<file path="src/hw/dispatch_pkg.sv">
`default_nettype none

package dispatch_pkg;

    parameter int XLEN = 32;

    typedef logic [XLEN-1:0] xlen_t;
    typedef logic [4:0]      reg_addr_t;
    typedef logic [3:0]      wmask_t;
    typedef logic [2:0]      sub_op_t;

    // target functional unit
    typedef enum logic [1:0] {
        UNIT_ALU    = 2'd0,
        UNIT_BJP    = 2'd1,
        UNIT_MEM    = 2'd2,
        UNIT_MULDIV = 2'd3
    } unit_t;

    // sub_op meaning when the unit is MEM
    typedef enum logic [2:0] {
        MEM_LB  = 3'd0,
        MEM_LH  = 3'd1,
        MEM_LW  = 3'd2,
        MEM_LBU = 3'd3,
        MEM_LHU = 3'd4,
        MEM_SB  = 3'd5,
        MEM_SH  = 3'd6,
        MEM_SW  = 3'd7
    } mem_op_t;

    // branch and jump sub-ops
    parameter sub_op_t BJP_BEQ  = 3'd0;
    parameter sub_op_t BJP_BNE  = 3'd1;
    parameter sub_op_t BJP_JAL  = 3'd2;
    parameter sub_op_t BJP_JALR = 3'd3;
    parameter sub_op_t BJP_BLT  = 3'd4;
    parameter sub_op_t BJP_BGE  = 3'd5;
    parameter sub_op_t BJP_BLTU = 3'd6;
    parameter sub_op_t BJP_BGEU = 3'd7;

    // multiply / divide sub-ops, funct3 order
    parameter sub_op_t MD_MUL    = 3'd0;
    parameter sub_op_t MD_MULH   = 3'd1;
    parameter sub_op_t MD_MULHSU = 3'd2;
    parameter sub_op_t MD_MULHU  = 3'd3;
    parameter sub_op_t MD_DIV    = 3'd4;
    parameter sub_op_t MD_DIVU   = 3'd5;
    parameter sub_op_t MD_REM    = 3'd6;
    parameter sub_op_t MD_REMU   = 3'd7;

endpackage

`default_nettype wire

</file>
<file path="src/hw/issue_if.sv">
`timescale 1ns/1ps
`default_nettype none

interface issue_if import dispatch_pkg::*; #(
    parameter int COMMIT_DEPTH = 4
) ();

    localparam int ID_W = (COMMIT_DEPTH > 1) ? $clog2(COMMIT_DEPTH) : 1;

    logic            valid;
    logic            ready;
    unit_t           unit;
    sub_op_t         sub_op;
    xlen_t           op1;
    xlen_t           op2;
    xlen_t           addr;
    wmask_t          wmask;
    xlen_t           wdata;
    logic            misaligned;
    reg_addr_t       rd_addr;
    logic            rd_we;
    logic [ID_W-1:0] commit_id;

    // operand logic side
    modport producer (
        output valid, unit, sub_op, op1, op2, addr, wmask, wdata, misaligned,
        output rd_addr, rd_we, commit_id,
        input  ready
    );

    // output register side
    modport consumer (
        input  valid, unit, sub_op, op1, op2, addr, wmask, wdata, misaligned,
        input  rd_addr, rd_we, commit_id,
        output ready
    );

endinterface

`default_nettype wire

</file>
<file path="src/hw/dispatch_hdu.sv">
`timescale 1ns/1ps
`default_nettype none

module dispatch_hdu import dispatch_pkg::*; #(
    parameter int COMMIT_DEPTH = 4,
    localparam int ID_W = (COMMIT_DEPTH > 1) ? $clog2(COMMIT_DEPTH) : 1
) (
    input  wire logic            clk,
    input  wire logic            reset_i,
    input  wire logic            inst_valid_i,
    input  wire unit_t           unit_i,
    input  wire sub_op_t         sub_op_i,
    input  wire reg_addr_t       rs1_addr_i,
    input  wire reg_addr_t       rs2_addr_i,
    input  wire reg_addr_t       rd_addr_i,
    input  wire logic            rd_we_i,
    input  wire logic            pipe_ready_i,
    input  wire logic            commit_valid_i,
    input  wire logic [ID_W-1:0] commit_id_i,
    output logic                 inst_ready_o,
    output logic                 accept_o,
    output logic [ID_W-1:0]      alloc_id_o
);

    logic [COMMIT_DEPTH-1:0] pend_q;
    reg_addr_t               rd_q [COMMIT_DEPTH];
    logic                    is_long;
    logic                    is_load;
    logic                    full;
    logic                    reg_hit;
    logic                    hazard;
    logic                    alloc_en;

    // loads only count when they write back
    assign is_load = (unit_i == UNIT_MEM) && (sub_op_i <= sub_op_t'(MEM_LHU));
    assign is_long = (unit_i == UNIT_MULDIV) || (is_load && rd_we_i);
    assign full    = &pend_q;

    always_comb begin
        reg_hit = 1'b0;
        for (int i = 0; i < COMMIT_DEPTH; i++) begin
            if (pend_q[i] && (rd_q[i] != '0)) begin
                if ((rd_q[i] == rs1_addr_i) || (rd_q[i] == rs2_addr_i) ||
                    (rd_we_i && (rd_q[i] == rd_addr_i))) begin
                    reg_hit = 1'b1;
                end
            end
        end
    end

    // lowest free entry wins, so scan from the top down
    always_comb begin
        alloc_id_o = '0;
        for (int i = COMMIT_DEPTH - 1; i >= 0; i--) begin
            if (!pend_q[i]) begin
                alloc_id_o = ID_W'(i);
            end
        end
    end

    assign hazard       = reg_hit || (is_long && full);
    assign inst_ready_o = !hazard && pipe_ready_i;
    assign accept_o     = inst_valid_i && inst_ready_o;
    assign alloc_en     = accept_o && is_long;

    always_ff @(posedge clk) begin
        if (reset_i) begin
            pend_q <= '0;
        end else begin
            if (commit_valid_i) begin
                pend_q[commit_id_i] <= 1'b0;
            end
            if (alloc_en) begin
                pend_q[alloc_id_o] <= 1'b1;
            end
        end
    end

    // no-writeback long ops park x0, which never matches
    always_ff @(posedge clk) begin
        if (alloc_en) begin
            rd_q[alloc_id_o] <= rd_we_i ? rd_addr_i : '0;
        end
    end

    // the entry handed out must be a free one
    a_no_alloc_when_full: assert property (
        @(posedge clk) disable iff (reset_i)
        alloc_en |-> !pend_q[alloc_id_o]
    );

    // writeback must only retire IDs handed out earlier
    a_commit_pending: assert property (
        @(posedge clk) disable iff (reset_i)
        commit_valid_i |-> pend_q[commit_id_i]
    );

endmodule

`default_nettype wire

</file>
<file path="src/hw/dispatch_logic.sv">
`timescale 1ns/1ps
`default_nettype none

module dispatch_logic import dispatch_pkg::*; #(
    parameter int COMMIT_DEPTH = 4,
    localparam int ID_W = (COMMIT_DEPTH > 1) ? $clog2(COMMIT_DEPTH) : 1
) (
    input  wire logic            accept_i,
    input  wire logic [ID_W-1:0] alloc_id_i,
    input  wire unit_t           unit_i,
    input  wire sub_op_t         sub_op_i,
    input  wire logic            use_imm_i,
    input  wire xlen_t           rs1_rdata_i,
    input  wire xlen_t           rs2_rdata_i,
    input  wire xlen_t           imm_i,
    input  wire xlen_t           pc_i,
    input  wire reg_addr_t       rd_addr_i,
    input  wire logic            rd_we_i,
    issue_if.producer            issue
);

    mem_op_t mem_op;
    xlen_t   base;
    xlen_t   addr;
    logic    misaligned;
    wmask_t  wmask;
    xlen_t   wdata;

    assign mem_op = mem_op_t'(sub_op_i);

    // one adder for branch targets and memory addresses
    assign base = ((unit_i == UNIT_BJP) && (sub_op_i != BJP_JALR)) ? pc_i : rs1_rdata_i;
    assign addr = base + imm_i;

    always_comb begin
        misaligned = 1'b0;
        if (unit_i == UNIT_MEM) begin
            case (mem_op)
                MEM_LH, MEM_LHU, MEM_SH: misaligned = addr[0];
                MEM_LW, MEM_SW:          misaligned = |addr[1:0];
                default:                 misaligned = 1'b0;
            endcase
        end
    end

    // byte enables follow the low address bits
    always_comb begin
        wmask = '0;
        wdata = '0;
        if (unit_i == UNIT_MEM) begin
            case (mem_op)
                MEM_SB: begin
                    wmask = wmask_t'(4'b0001 << addr[1:0]);
                    wdata = {4{rs2_rdata_i[7:0]}};
                end
                MEM_SH: begin
                    wmask = addr[1] ? 4'b1100 : 4'b0011;
                    wdata = {2{rs2_rdata_i[15:0]}};
                end
                MEM_SW: begin
                    wmask = 4'b1111;
                    wdata = rs2_rdata_i;
                end
                default: begin
                    wmask = '0;
                    wdata = '0;
                end
            endcase
        end
        if (misaligned) begin
            wmask = '0;
        end
    end

    assign issue.valid      = accept_i;
    assign issue.unit       = unit_i;
    assign issue.sub_op     = sub_op_i;
    assign issue.op1        = rs1_rdata_i;
    assign issue.op2        = ((unit_i == UNIT_ALU) && use_imm_i) ? imm_i : rs2_rdata_i;
    assign issue.addr       = addr;
    assign issue.wmask      = wmask;
    assign issue.wdata      = wdata;
    assign issue.misaligned = misaligned;
    assign issue.rd_addr    = rd_addr_i;
    assign issue.rd_we      = rd_we_i;
    assign issue.commit_id  = alloc_id_i;

endmodule

`default_nettype wire

</file>
<file path="src/hw/dispatch_pipe.sv">
`timescale 1ns/1ps
`default_nettype none

module dispatch_pipe import dispatch_pkg::*; #(
    parameter int COMMIT_DEPTH = 4,
    localparam int ID_W = (COMMIT_DEPTH > 1) ? $clog2(COMMIT_DEPTH) : 1
) (
    input  wire logic       clk,
    input  wire logic       reset_i,
    input  wire logic       out_ready_i,
    issue_if.consumer       issue,
    output logic            out_valid_o,
    output unit_t           out_unit_o,
    output sub_op_t         out_sub_op_o,
    output xlen_t           op1_o,
    output xlen_t           op2_o,
    output xlen_t           addr_o,
    output wmask_t          wmask_o,
    output xlen_t           wdata_o,
    output logic            misaligned_o,
    output reg_addr_t       rd_addr_o,
    output logic            rd_we_o,
    output logic [ID_W-1:0] commit_id_o
);

    logic out_valid_q;

    // room when empty or draining this cycle
    assign issue.ready = !out_valid_q || out_ready_i;
    assign out_valid_o = out_valid_q;

    always_ff @(posedge clk) begin
        if (reset_i) begin
            out_valid_q <= 1'b0;
        end else if (issue.valid) begin
            out_valid_q <= 1'b1;
        end else if (out_ready_i) begin
            out_valid_q <= 1'b0;
        end
    end

    always_ff @(posedge clk) begin
        if (issue.valid) begin
            out_unit_o   <= issue.unit;
            out_sub_op_o <= issue.sub_op;
            op1_o        <= issue.op1;
            op2_o        <= issue.op2;
            addr_o       <= issue.addr;
            wmask_o      <= issue.wmask;
            wdata_o      <= issue.wdata;
            misaligned_o <= issue.misaligned;
            rd_addr_o    <= issue.rd_addr;
            rd_we_o      <= issue.rd_we;
            commit_id_o  <= issue.commit_id;
        end
    end

    // a stalled packet must not move or change
    a_hold_when_stalled: assert property (
        @(posedge clk) disable iff (reset_i)
        (out_valid_o && !out_ready_i) |=> (out_valid_o && $stable({out_unit_o, out_sub_op_o,
            op1_o, op2_o, addr_o, wmask_o, wdata_o, misaligned_o, rd_addr_o, rd_we_o,
            commit_id_o}))
    );

endmodule

`default_nettype wire

</file>
<file path="src/hw/dispatch_top.sv">
`timescale 1ns/1ps
`default_nettype none

module dispatch_top import dispatch_pkg::*; #(
    parameter int COMMIT_DEPTH = 4,
    localparam int ID_W = (COMMIT_DEPTH > 1) ? $clog2(COMMIT_DEPTH) : 1
) (
    input  wire logic            clk,
    input  wire logic            reset_i,

    // decoded instruction in
    input  wire logic            inst_valid_i,
    output logic                 inst_ready_o,
    input  wire unit_t           unit_i,
    input  wire sub_op_t         sub_op_i,
    input  wire logic            use_imm_i,
    input  wire reg_addr_t       rs1_addr_i,
    input  wire reg_addr_t       rs2_addr_i,
    input  wire reg_addr_t       rd_addr_i,
    input  wire logic            rd_we_i,
    input  wire xlen_t           rs1_rdata_i,
    input  wire xlen_t           rs2_rdata_i,
    input  wire xlen_t           imm_i,
    input  wire xlen_t           pc_i,

    // writeback releases a commit ID
    input  wire logic            commit_valid_i,
    input  wire logic [ID_W-1:0] commit_id_i,

    // towards the functional units
    input  wire logic            out_ready_i,
    output logic                 out_valid_o,
    output unit_t                out_unit_o,
    output sub_op_t              out_sub_op_o,
    output xlen_t                op1_o,
    output xlen_t                op2_o,
    output xlen_t                addr_o,
    output wmask_t               wmask_o,
    output xlen_t                wdata_o,
    output logic                 misaligned_o,
    output reg_addr_t            rd_addr_o,
    output logic                 rd_we_o,
    output logic [ID_W-1:0]      commit_id_o
);

    logic            hdu_accept;
    logic [ID_W-1:0] hdu_alloc_id;

    issue_if #(.COMMIT_DEPTH(COMMIT_DEPTH)) issue ();

    dispatch_hdu #(.COMMIT_DEPTH(COMMIT_DEPTH)) u_dispatch_hdu (
        .clk           (clk),
        .reset_i       (reset_i),
        .inst_valid_i  (inst_valid_i),
        .unit_i        (unit_i),
        .sub_op_i      (sub_op_i),
        .rs1_addr_i    (rs1_addr_i),
        .rs2_addr_i    (rs2_addr_i),
        .rd_addr_i     (rd_addr_i),
        .rd_we_i       (rd_we_i),
        .pipe_ready_i  (issue.ready),
        .commit_valid_i(commit_valid_i),
        .commit_id_i   (commit_id_i),
        .inst_ready_o  (inst_ready_o),
        .accept_o      (hdu_accept),
        .alloc_id_o    (hdu_alloc_id)
    );

    dispatch_logic #(.COMMIT_DEPTH(COMMIT_DEPTH)) u_dispatch_logic (
        .accept_i   (hdu_accept),
        .alloc_id_i (hdu_alloc_id),
        .unit_i     (unit_i),
        .sub_op_i   (sub_op_i),
        .use_imm_i  (use_imm_i),
        .rs1_rdata_i(rs1_rdata_i),
        .rs2_rdata_i(rs2_rdata_i),
        .imm_i      (imm_i),
        .pc_i       (pc_i),
        .rd_addr_i  (rd_addr_i),
        .rd_we_i    (rd_we_i),
        .issue      (issue.producer)
    );

    dispatch_pipe #(.COMMIT_DEPTH(COMMIT_DEPTH)) u_dispatch_pipe (
        .clk         (clk),
        .reset_i     (reset_i),
        .out_ready_i (out_ready_i),
        .issue       (issue.consumer),
        .out_valid_o (out_valid_o),
        .out_unit_o  (out_unit_o),
        .out_sub_op_o(out_sub_op_o),
        .op1_o       (op1_o),
        .op2_o       (op2_o),
        .addr_o      (addr_o),
        .wmask_o     (wmask_o),
        .wdata_o     (wdata_o),
        .misaligned_o(misaligned_o),
        .rd_addr_o   (rd_addr_o),
        .rd_we_o     (rd_we_o),
        .commit_id_o (commit_id_o)
    );

endmodule

`default_nettype wire

</file>
<file path="config.mk">
export PLATFORM = sky130hd
export DESIGN_NAME = dispatch_top
export DESIGN_NICKNAME = d
export VERILOG_FILES = /design/src/hw/dispatch_pkg.sv /design/src/hw/issue_if.sv /design/src/hw/dispatch_hdu.sv /design/src/hw/dispatch_logic.sv /design/src/hw/dispatch_pipe.sv /design/src/hw/dispatch_top.sv
export SDC_FILE = /design/constraint.sdc
export NUM_CORES = 1
export LEC_CHECK = 0
export BUFFER_PORTS_ARGS = -buffer_cell sky130_fd_sc_hd__buf_4
export CAP_MARGIN = 20
export CORE_MARGIN = 8
export CORE_UTILIZATION = 46
export CTS_CLUSTER_SIZE = 10
export DETAILED_ROUTE_END_ITERATION = 16
export PLACE_DENSITY = 0.77
export REMOVE_ABC_BUFFERS = 1
export SYNTH_ARGS = -nofsm -noshare
export SYNTH_HDL_FRONTEND = slang
export SYNTH_SLANG_ARGS = --single-unit
</file>
<file path="constraint.sdc">
create_clock -name clk -period 6.85 [get_ports clk]
set_input_delay 1.0275 -clock clk [delete_from_list [all_inputs] [get_ports clk]]
set_output_delay 1.0275 -clock clk [all_outputs]
set_load 0.05 [all_outputs]
</file>
After elaboration in Yosys (flattened, before gate mapping)
Memories as Yosys holds them, arrays and structs flattened.
Cells that the tools add are included.
{ "word_totals": {"output_inout_bits": 148, "latch_bits": 0, "register_bits": 151, "mem_count": 1, "romBits": 0, "ram_bits": 20} }
{ "mem_list": {"columns": ["memory", "depth", "width", "rd", "rd_clocked_by_memory_dff", "wr", "line_no", "rtl"], "rows": [
  ["u_dispatch_hdu.rd_q", 4, 5, 4, 0, 1, "dispatch_hdu.sv:26", "reg_addr_t rd_q [COMMIT_DEPTH];"]
]} }
{ "op_classes": {"bitwise": 4, "add_sub_neg": 1, "n_eq_ne": 22, "div_mod_pow": 0, "reduce_logical": 42, "mul": 0, "magnitude_cmp": 5, "n_shift": 1, "mux": 31} }
{ "op_table": {"columns": ["operator", "n"], "rows": [
  ["$pmux 32 s3", 1],
  ["$mux 32", 2],
  ["$eq 5x5->1", 12],
  ["$add 32x32->32", 1],
  ["$reduce_bool 5->1", 4],
  ["$logic_and 1x1->1", 18],
  ["$mux 4", 4],
  ["$mux 1", 15],
  ["$eq 3x3->1 const B", 4],
  ["$pmux 4 s3", 1],
  ["$logic_or 1x1->1", 11],
  ["$mux 2", 4],
  ["$lt 2x3->1 const B", 2],
  ["$reduce_or 2->1", 3],
  ["$mux 5", 1],
  ["$and 4x4->4", 1],
  ["$demux 1 s2", 2],
  ["$eq 2x2->1 const B", 2],
  ["$ge 2x1->1 const B", 2],
  ["$not 4->4", 1],
  ["$or 4x4->4", 1],
  ["$reduce_and 4->1", 1],
  ["$shl 1x2->4 const A", 1],
  ["$eq 3x1->1 const B", 1],
  ["other kinds (10)", 11]
]} }

Depth between registers and ports, before layout
{ "depth": {"ltp_word": 18, "mapped_depth": 17} }

Hierarchy
From an unflattened synthesis, not the netlist that was laid out.
{ "hier_totals": {"cells_unflattened": 798, "area_unflattened_um2": 9623.0} }
{ "modules_own_cells": {"columns": ["mod", "n_inst", "seq_area_each_um2", "area_each_um2", "cells_each"], "rows": [
  ["dispatch_pipe", 1, 4404.2, 4430.5, 150],
  ["dispatch_logic", 1, 0.0, 3437.0, 469],
  ["dispatch_hdu", 1, 680.7, 1755.4, 179]
]} }

Worst setup path before layout
No wires, ideal clock.
{ "synth_path": {"kind": "in2reg", "from": "input sub_op_i[2]", "to": "memory u_dispatch_hdu.rd_q[2][0] in the netlist's numbering (enable)", "stages": 9, "path_buffers": 1, "setup_time_ns": 0.350, "arrival_time_ns": 6.398, "required_ns": 6.500, "setup_slack_ns": 0.102, "cell_sequence": "clkbuf_1 > o21ai_1 > a21oi_1 > nor2b_1 > a41o_1 > nor3_1 > and3_1 > nand3_1 > nor2_1"} }
{ "synth_via": {"elab_chain_len": 12} }
{ "synth_lines": {"columns": ["element", "line_no", "rtl"], "rows": [
  ["from (decl)", "dispatch_top.sv:15", "input wire sub_op_t sub_op_i,"],
  ["$le 3x3->1", "dispatch_hdu.sv:35", "assign is_load = (unit_i == UNIT_MEM) && (sub_op_i <= sub_op_t'(MEM_LHU));"],
  ["$logic_and 1x1->1", "dispatch_hdu.sv:35", null],
  ["$logic_and 1x1->1", "dispatch_hdu.sv:36", "assign is_long = (unit_i == UNIT_MULDIV) || (is_load && rd_we_i);"],
  ["$logic_or 1x1->1", "dispatch_hdu.sv:36", null],
  ["$logic_and 1x1->1", "dispatch_hdu.sv:61", "assign hazard = reg_hit || (is_long && full);"],
  ["$logic_or 1x1->1", "dispatch_hdu.sv:61", null],
  ["$logic_not 1->1", "dispatch_hdu.sv:62", "assign inst_ready_o = !hazard && pipe_ready_i;"],
  ["$logic_and 1x1->1", "dispatch_hdu.sv:62", null],
  ["$logic_and 1x1->1", "dispatch_hdu.sv:63", "assign accept_o = inst_valid_i && inst_ready_o;"],
  ["net hdu_accept", "dispatch_top.sv:46", "logic hdu_accept;"],
  ["$logic_and 1x1->1", "dispatch_hdu.sv:64", "assign alloc_en = accept_o && is_long;"],
  ["$mux 1", "dispatch_hdu.sv:81", "if (alloc_en) begin"],
  ["$mux 1", "dispatch_hdu.sv:82", "rd_q[alloc_id_o] <= rd_we_i ? rd_addr_i : '0;"],
  ["to (decl)", "dispatch_hdu.sv:26", null]
]} }
The timed path passes the listed nets, and every way through them passes these cells.

Final worst setup path
{ "layout_path": {"from": "input sub_op_i[1]", "to": "register u_dispatch_pipe.addr_o[29] (data pin)"} }
{ "layout_via": {"elab_chain_len": 4} }
{ "layout_lines": {"columns": ["element", "line_no", "rtl"], "rows": [
  ["$ne 3x2->1", "dispatch_logic.sv:32", "assign base = ((unit_i == UNIT_BJP) && (sub_op_i != BJP_JALR)) ? pc_i : rs1_rdata_i;"],
  ["$logic_and 1x1->1", "dispatch_logic.sv:32", null],
  ["$mux 32", "dispatch_logic.sv:32", null],
  ["$add 32x32->32", "dispatch_logic.sv:33", "assign addr = base + imm_i;"],
  ["net issue.addr[29]", "issue_if.sv:16", "xlen_t addr;"],
  ["to (signal assigned)", "dispatch_pipe.sv:48", "addr_o <= issue.addr;"],
  ["to (decl)", "dispatch_pipe.sv:17", "output xlen_t addr_o,"]
]} }
The timed path passes the listed nets, and every way through them passes these cells.
A chain may end at the register's enable or synchronous reset.

==> key figures <==
Outcome
  • Outcome: finished, final reports clean

Power and ir drop
  • VDD IR max: between 150 and 200 uV
  • Pwr dens: between 200 and 300 nW/um^2
  • Lkg Pwr: between 0.004 and 0.005 uW

Setup path
  • Most common cell type on the critical path: buf_4
  • CP peak stage delay: around 0.47 ns
  • CP cell instances: buf_4 -> nand2_1 -> o21ai_4 -> buf_4 -> mux2_1 -> ha_1 -> and4_4 -> nor4b_2 -> a211oi_4 -> o21ai_2 -> o31a_1 -> o31ai_4 -> o21ai_1 -> a21oi_1 -> xnor2_1
  • CP arrival: between 5 and 6 ns
  • Crit Path Max Fanout: 48
  • CP top delay family: compound AO/OA/AOI/OAI gates
  • Setup CP Type: in -> reg
  • Crit-path slowest cell: o21ai_4
  • Startpoint Class: primary input
  • Crit path buf inv count: 2
  • CP Capture Type: flip-flop
  • Critical path data required time: ~7.0 ns

Detailed routing
  • DR iter-0 viols: about 440
  • DRT Pass-1 Iters: 5
  • Via density per instance: roughly 5.4
  • Routed WL per cell: between 20 and 25 um
  • Final ANT Viol Nets: 0
  • Via Count: slightly below 7000
  • DRC: 0
  • DRT Wirelength: ~29000 um

Clock tree
  • CTS Hold Bufs: 0
  • Setup bufs post-CTS: 0
  • Root Buffer: clkbuf_16
  • Clk_lat worst skew: between 0.4 and 0.5 ns
  • Clock Path Buffers: 2
  • Clock Sinks: about 170
  • # resized after CTS: 0
  • Clk slew on worst S/H paths: ~0.070 ns
  • CTS tree: done
  • H-tree levels: 4
  • TritonCTS Buffers: 17

Layout
  • Share of cells above drive strength 1: 36.3%
  • Final core utilization: a little over three fifths
  • Design area: between 10000 and 15000 sq um
  • Layout Cells excl Fill: between 1000 and 1500
  • Commonest cells after routing, fill and taps aside: buf_4 (309), edfxtp_1 (166), xnor2_1 (47), a21oi_1 (47), nor2_1 (43)
  • Nets: 1194
  • Commonest non-fill, non-tap cell in the layout: buf_4
  • Syn-to-layout area delta: 35.1%

Floorplanning
  • Row cnt: 51
  • Die H: around 160 um
  • Chip width: ~160 um
  • I/O Pins: around 310
  • Die area: between 20000 and 25000 sq um
  • Starting Density: between 40% and 50%
  • Core area: slightly below 20000 sq um

Flow run
  • MaxCap Viol Count: 0

Synthesis
  • Largest family of logic cells by synthesized area: compound AO/OA/AOI/OAI gates
  • Flops & latches, synth: about 170
  • Post-synthesis adder-cell area fraction: under 10%
  • Synth Flop Type: edfxtp_1
  • Synth Area in Simple Gates: roughly 8.7%
  • EDFF count, synth: around 170
  • Post-synth cell types: 53
  • Syn Area/Cell: ~13 sq um
  • Cell taking the most area after synthesis: edfxtp_1
  • YS warnings: 0
  • Mux contribution to synthesized area: between 8 and 9%
  • Post-synthesis compound-gate area fraction: between 10% and 20%
  • Top post-synthesis cells by area: edfxtp_1 (56%), mux2_1 (5.3%), xnor2_1 (4.6%)
  • XOR/XNOR Fraction of Synth Area: 8.68%
  • Syn Inst Count: 703
  • Yosys top cell area share: between 50 and 60%
  • Seq/Total Area, Yosys: a little under three fifths
  • Fraction of registers with async set/reset: 0%
  • Mapped Area: approximately 9000 sq um

STA
  • Post-route clock skew: just under 0.009 ns
  • Unrepaired setup endpoints after global routing: no
  • Worst-Margin Slew: between 1 and 1.5 ns
  • Rel. slew slack: approximately a quarter
  • Setup Viol. Count Final: 0
  • Endpoints failing hold: 0
  • Fin crit share: around 74%
  • Setup WS post-layout: 1.80 ns
  • Total negative slack: 0 ns
  • Final Max Tran Viols: 0
  • Fmax: roughly 0.20 GHz
  • Final worst path period need: roughly 5 ns

Placement
  • Pre-CTS setup slack: ~1.4 ns
  • Placed inst area: roughly 12000 sq um
  • Number of port buffers: 304
  • HPWL after detailed placement: approximately 22000 um
  • GP Congestion: 0.934
  • Inst Count DP: 1251

Global routing
  • Vias in the first global route: 7350
  • Initial antenna violation count: 1
  • Largest net degree at the start of global routing: 69
  • First-pass GRT wire length: 42600 um
  • Total GRT Usage: approximately a quarter
  • Overflow after GRT: 0

Hold path
  • Hold crit path type: reg -> reg
[power breakdown]
part,internal [uW],leakage (uW),switching (uW)
sequential,1250,0.00166,27.7
combinational,288,0.00301,538
clock,538,0.000272,417
[through the flow]
stage                     power, uW  hold slack (ns)
after global routing           3170            0.555
after detailed placement       2120            0.520
after global placement         2110            0.510
final                          3060            0.538
after floorplan                1820            0.474
after CTS                      3080            0.530
[cells by family (layout without fill, tap and decap cells)]
logic type,after synthesis,in the layout
xor+xnor,89,89
mux,66,66
other cells,0,1
flops,171,171
buf+inv,40,355
simple gates,151,151
fa+ha+maj,32,32
compound gates,154,154
[metal layers]
layer,wire length [um],track usage (%),part of all wire [%],up-vias
li1,-,-,-,3251
met2,14200,39.6,49,313
met1,10900,26.0,37,3331
met4,963,10.7,3.3,0
met5,0,0,0,-
met3,2970,9.25,10,48
[state kept, by name, summed over array words and instances (netlist names)]
register and flops:
u_dispatch_pipe.misaligned_o 1, u_dispatch_pipe.wdata_o 32, u_dispatch_pipe.rd_addr_o 5, u_dispatch_hdu.rd_q 20
u_dispatch_pipe.commit_id_o 2, u_dispatch_pipe.out_unit_o 2, u_dispatch_pipe.wmask_o 4, u_dispatch_hdu.pend_q 4
u_dispatch_pipe.op2_o 32, u_dispatch_pipe.out_valid_o 1, u_dispatch_pipe.out_sub_op_o 3, u_dispatch_pipe.addr_o 32
u_dispatch_pipe.rd_we_o 1, u_dispatch_pipe.op1_o 32
[worst register-to-register path, cell delays in order (launching register included)]
cell      delay [ns]
edfxtp_1        0.47
or4_1           0.56
o21ai_1         0.14
a31oi_1         0.06
nor3_1          0.30
and3_4          0.57
nand2_1         0.15
nor3b_1         0.78
[cell usage after synthesis, types with 3 or more instances]
library cell and count:
a211oi_1 11, a21o_1 21, a21oi_1 47, a22oi_1 14, a31oi_1 5, and2_1 14, buf_1 3, clkbuf_1 23
dfxtp_1 5, edfxtp_1 166, ha_1 31, inv_1 14, mux2_1 42, mux2_2 22, nand2_1 13, nand2b_1 6
nand3_1 20, nor2_1 43, nor2b_1 16, nor3_1 18, nor3b_1 3, nor4_1 5, o21a_1 9, o21ai_0 8
o21ai_1 15, o21bai_1 6, or3_1 3, or4_1 4, xnor2_1 47, xor2_1 42
[path summary, 6_finish.rpt]
| check | startpoint | end | slack, ns | cells after the start |
|---|---|---|---|---|
| setup / recovery | sub_op_i[1] | u_dispatch_pipe.addr_o[29]$_DFFE_PP_ | 1.80 | 15 |
| hold / removal | u_dispatch_hdu.pend_q[0]$_SDFF_PP0_ | u_dispatch_hdu.pend_q[0]$_SDFF_PP0_ | 0.54 | 2 |
| setup reg to reg | u_dispatch_hdu.rd_q[2][1]$_DFFE_PP_ | u_dispatch_hdu.rd_q[1][3]$_DFFE_PP_ | 3.46 | 7 |
| hold reg to reg | u_dispatch_hdu.pend_q[0]$_SDFF_PP0_ | u_dispatch_hdu.pend_q[0]$_SDFF_PP0_ | 0.54 | 2 |
[cell type report]
class | count | area [sq um]
flip-flops and latches | 171 | 5080
clock buffers | 18 | 429
well taps | 265 | 332
multi-input cells | 492 | 3760
diodes | 1 | 2.50
clock inverters | 14 | 144
repair buffers | 309 | 2320
fillers | 1565 | 7210
inverters | 14 | 52.6
Note: power is estimated with default switching activity, not from simulation.
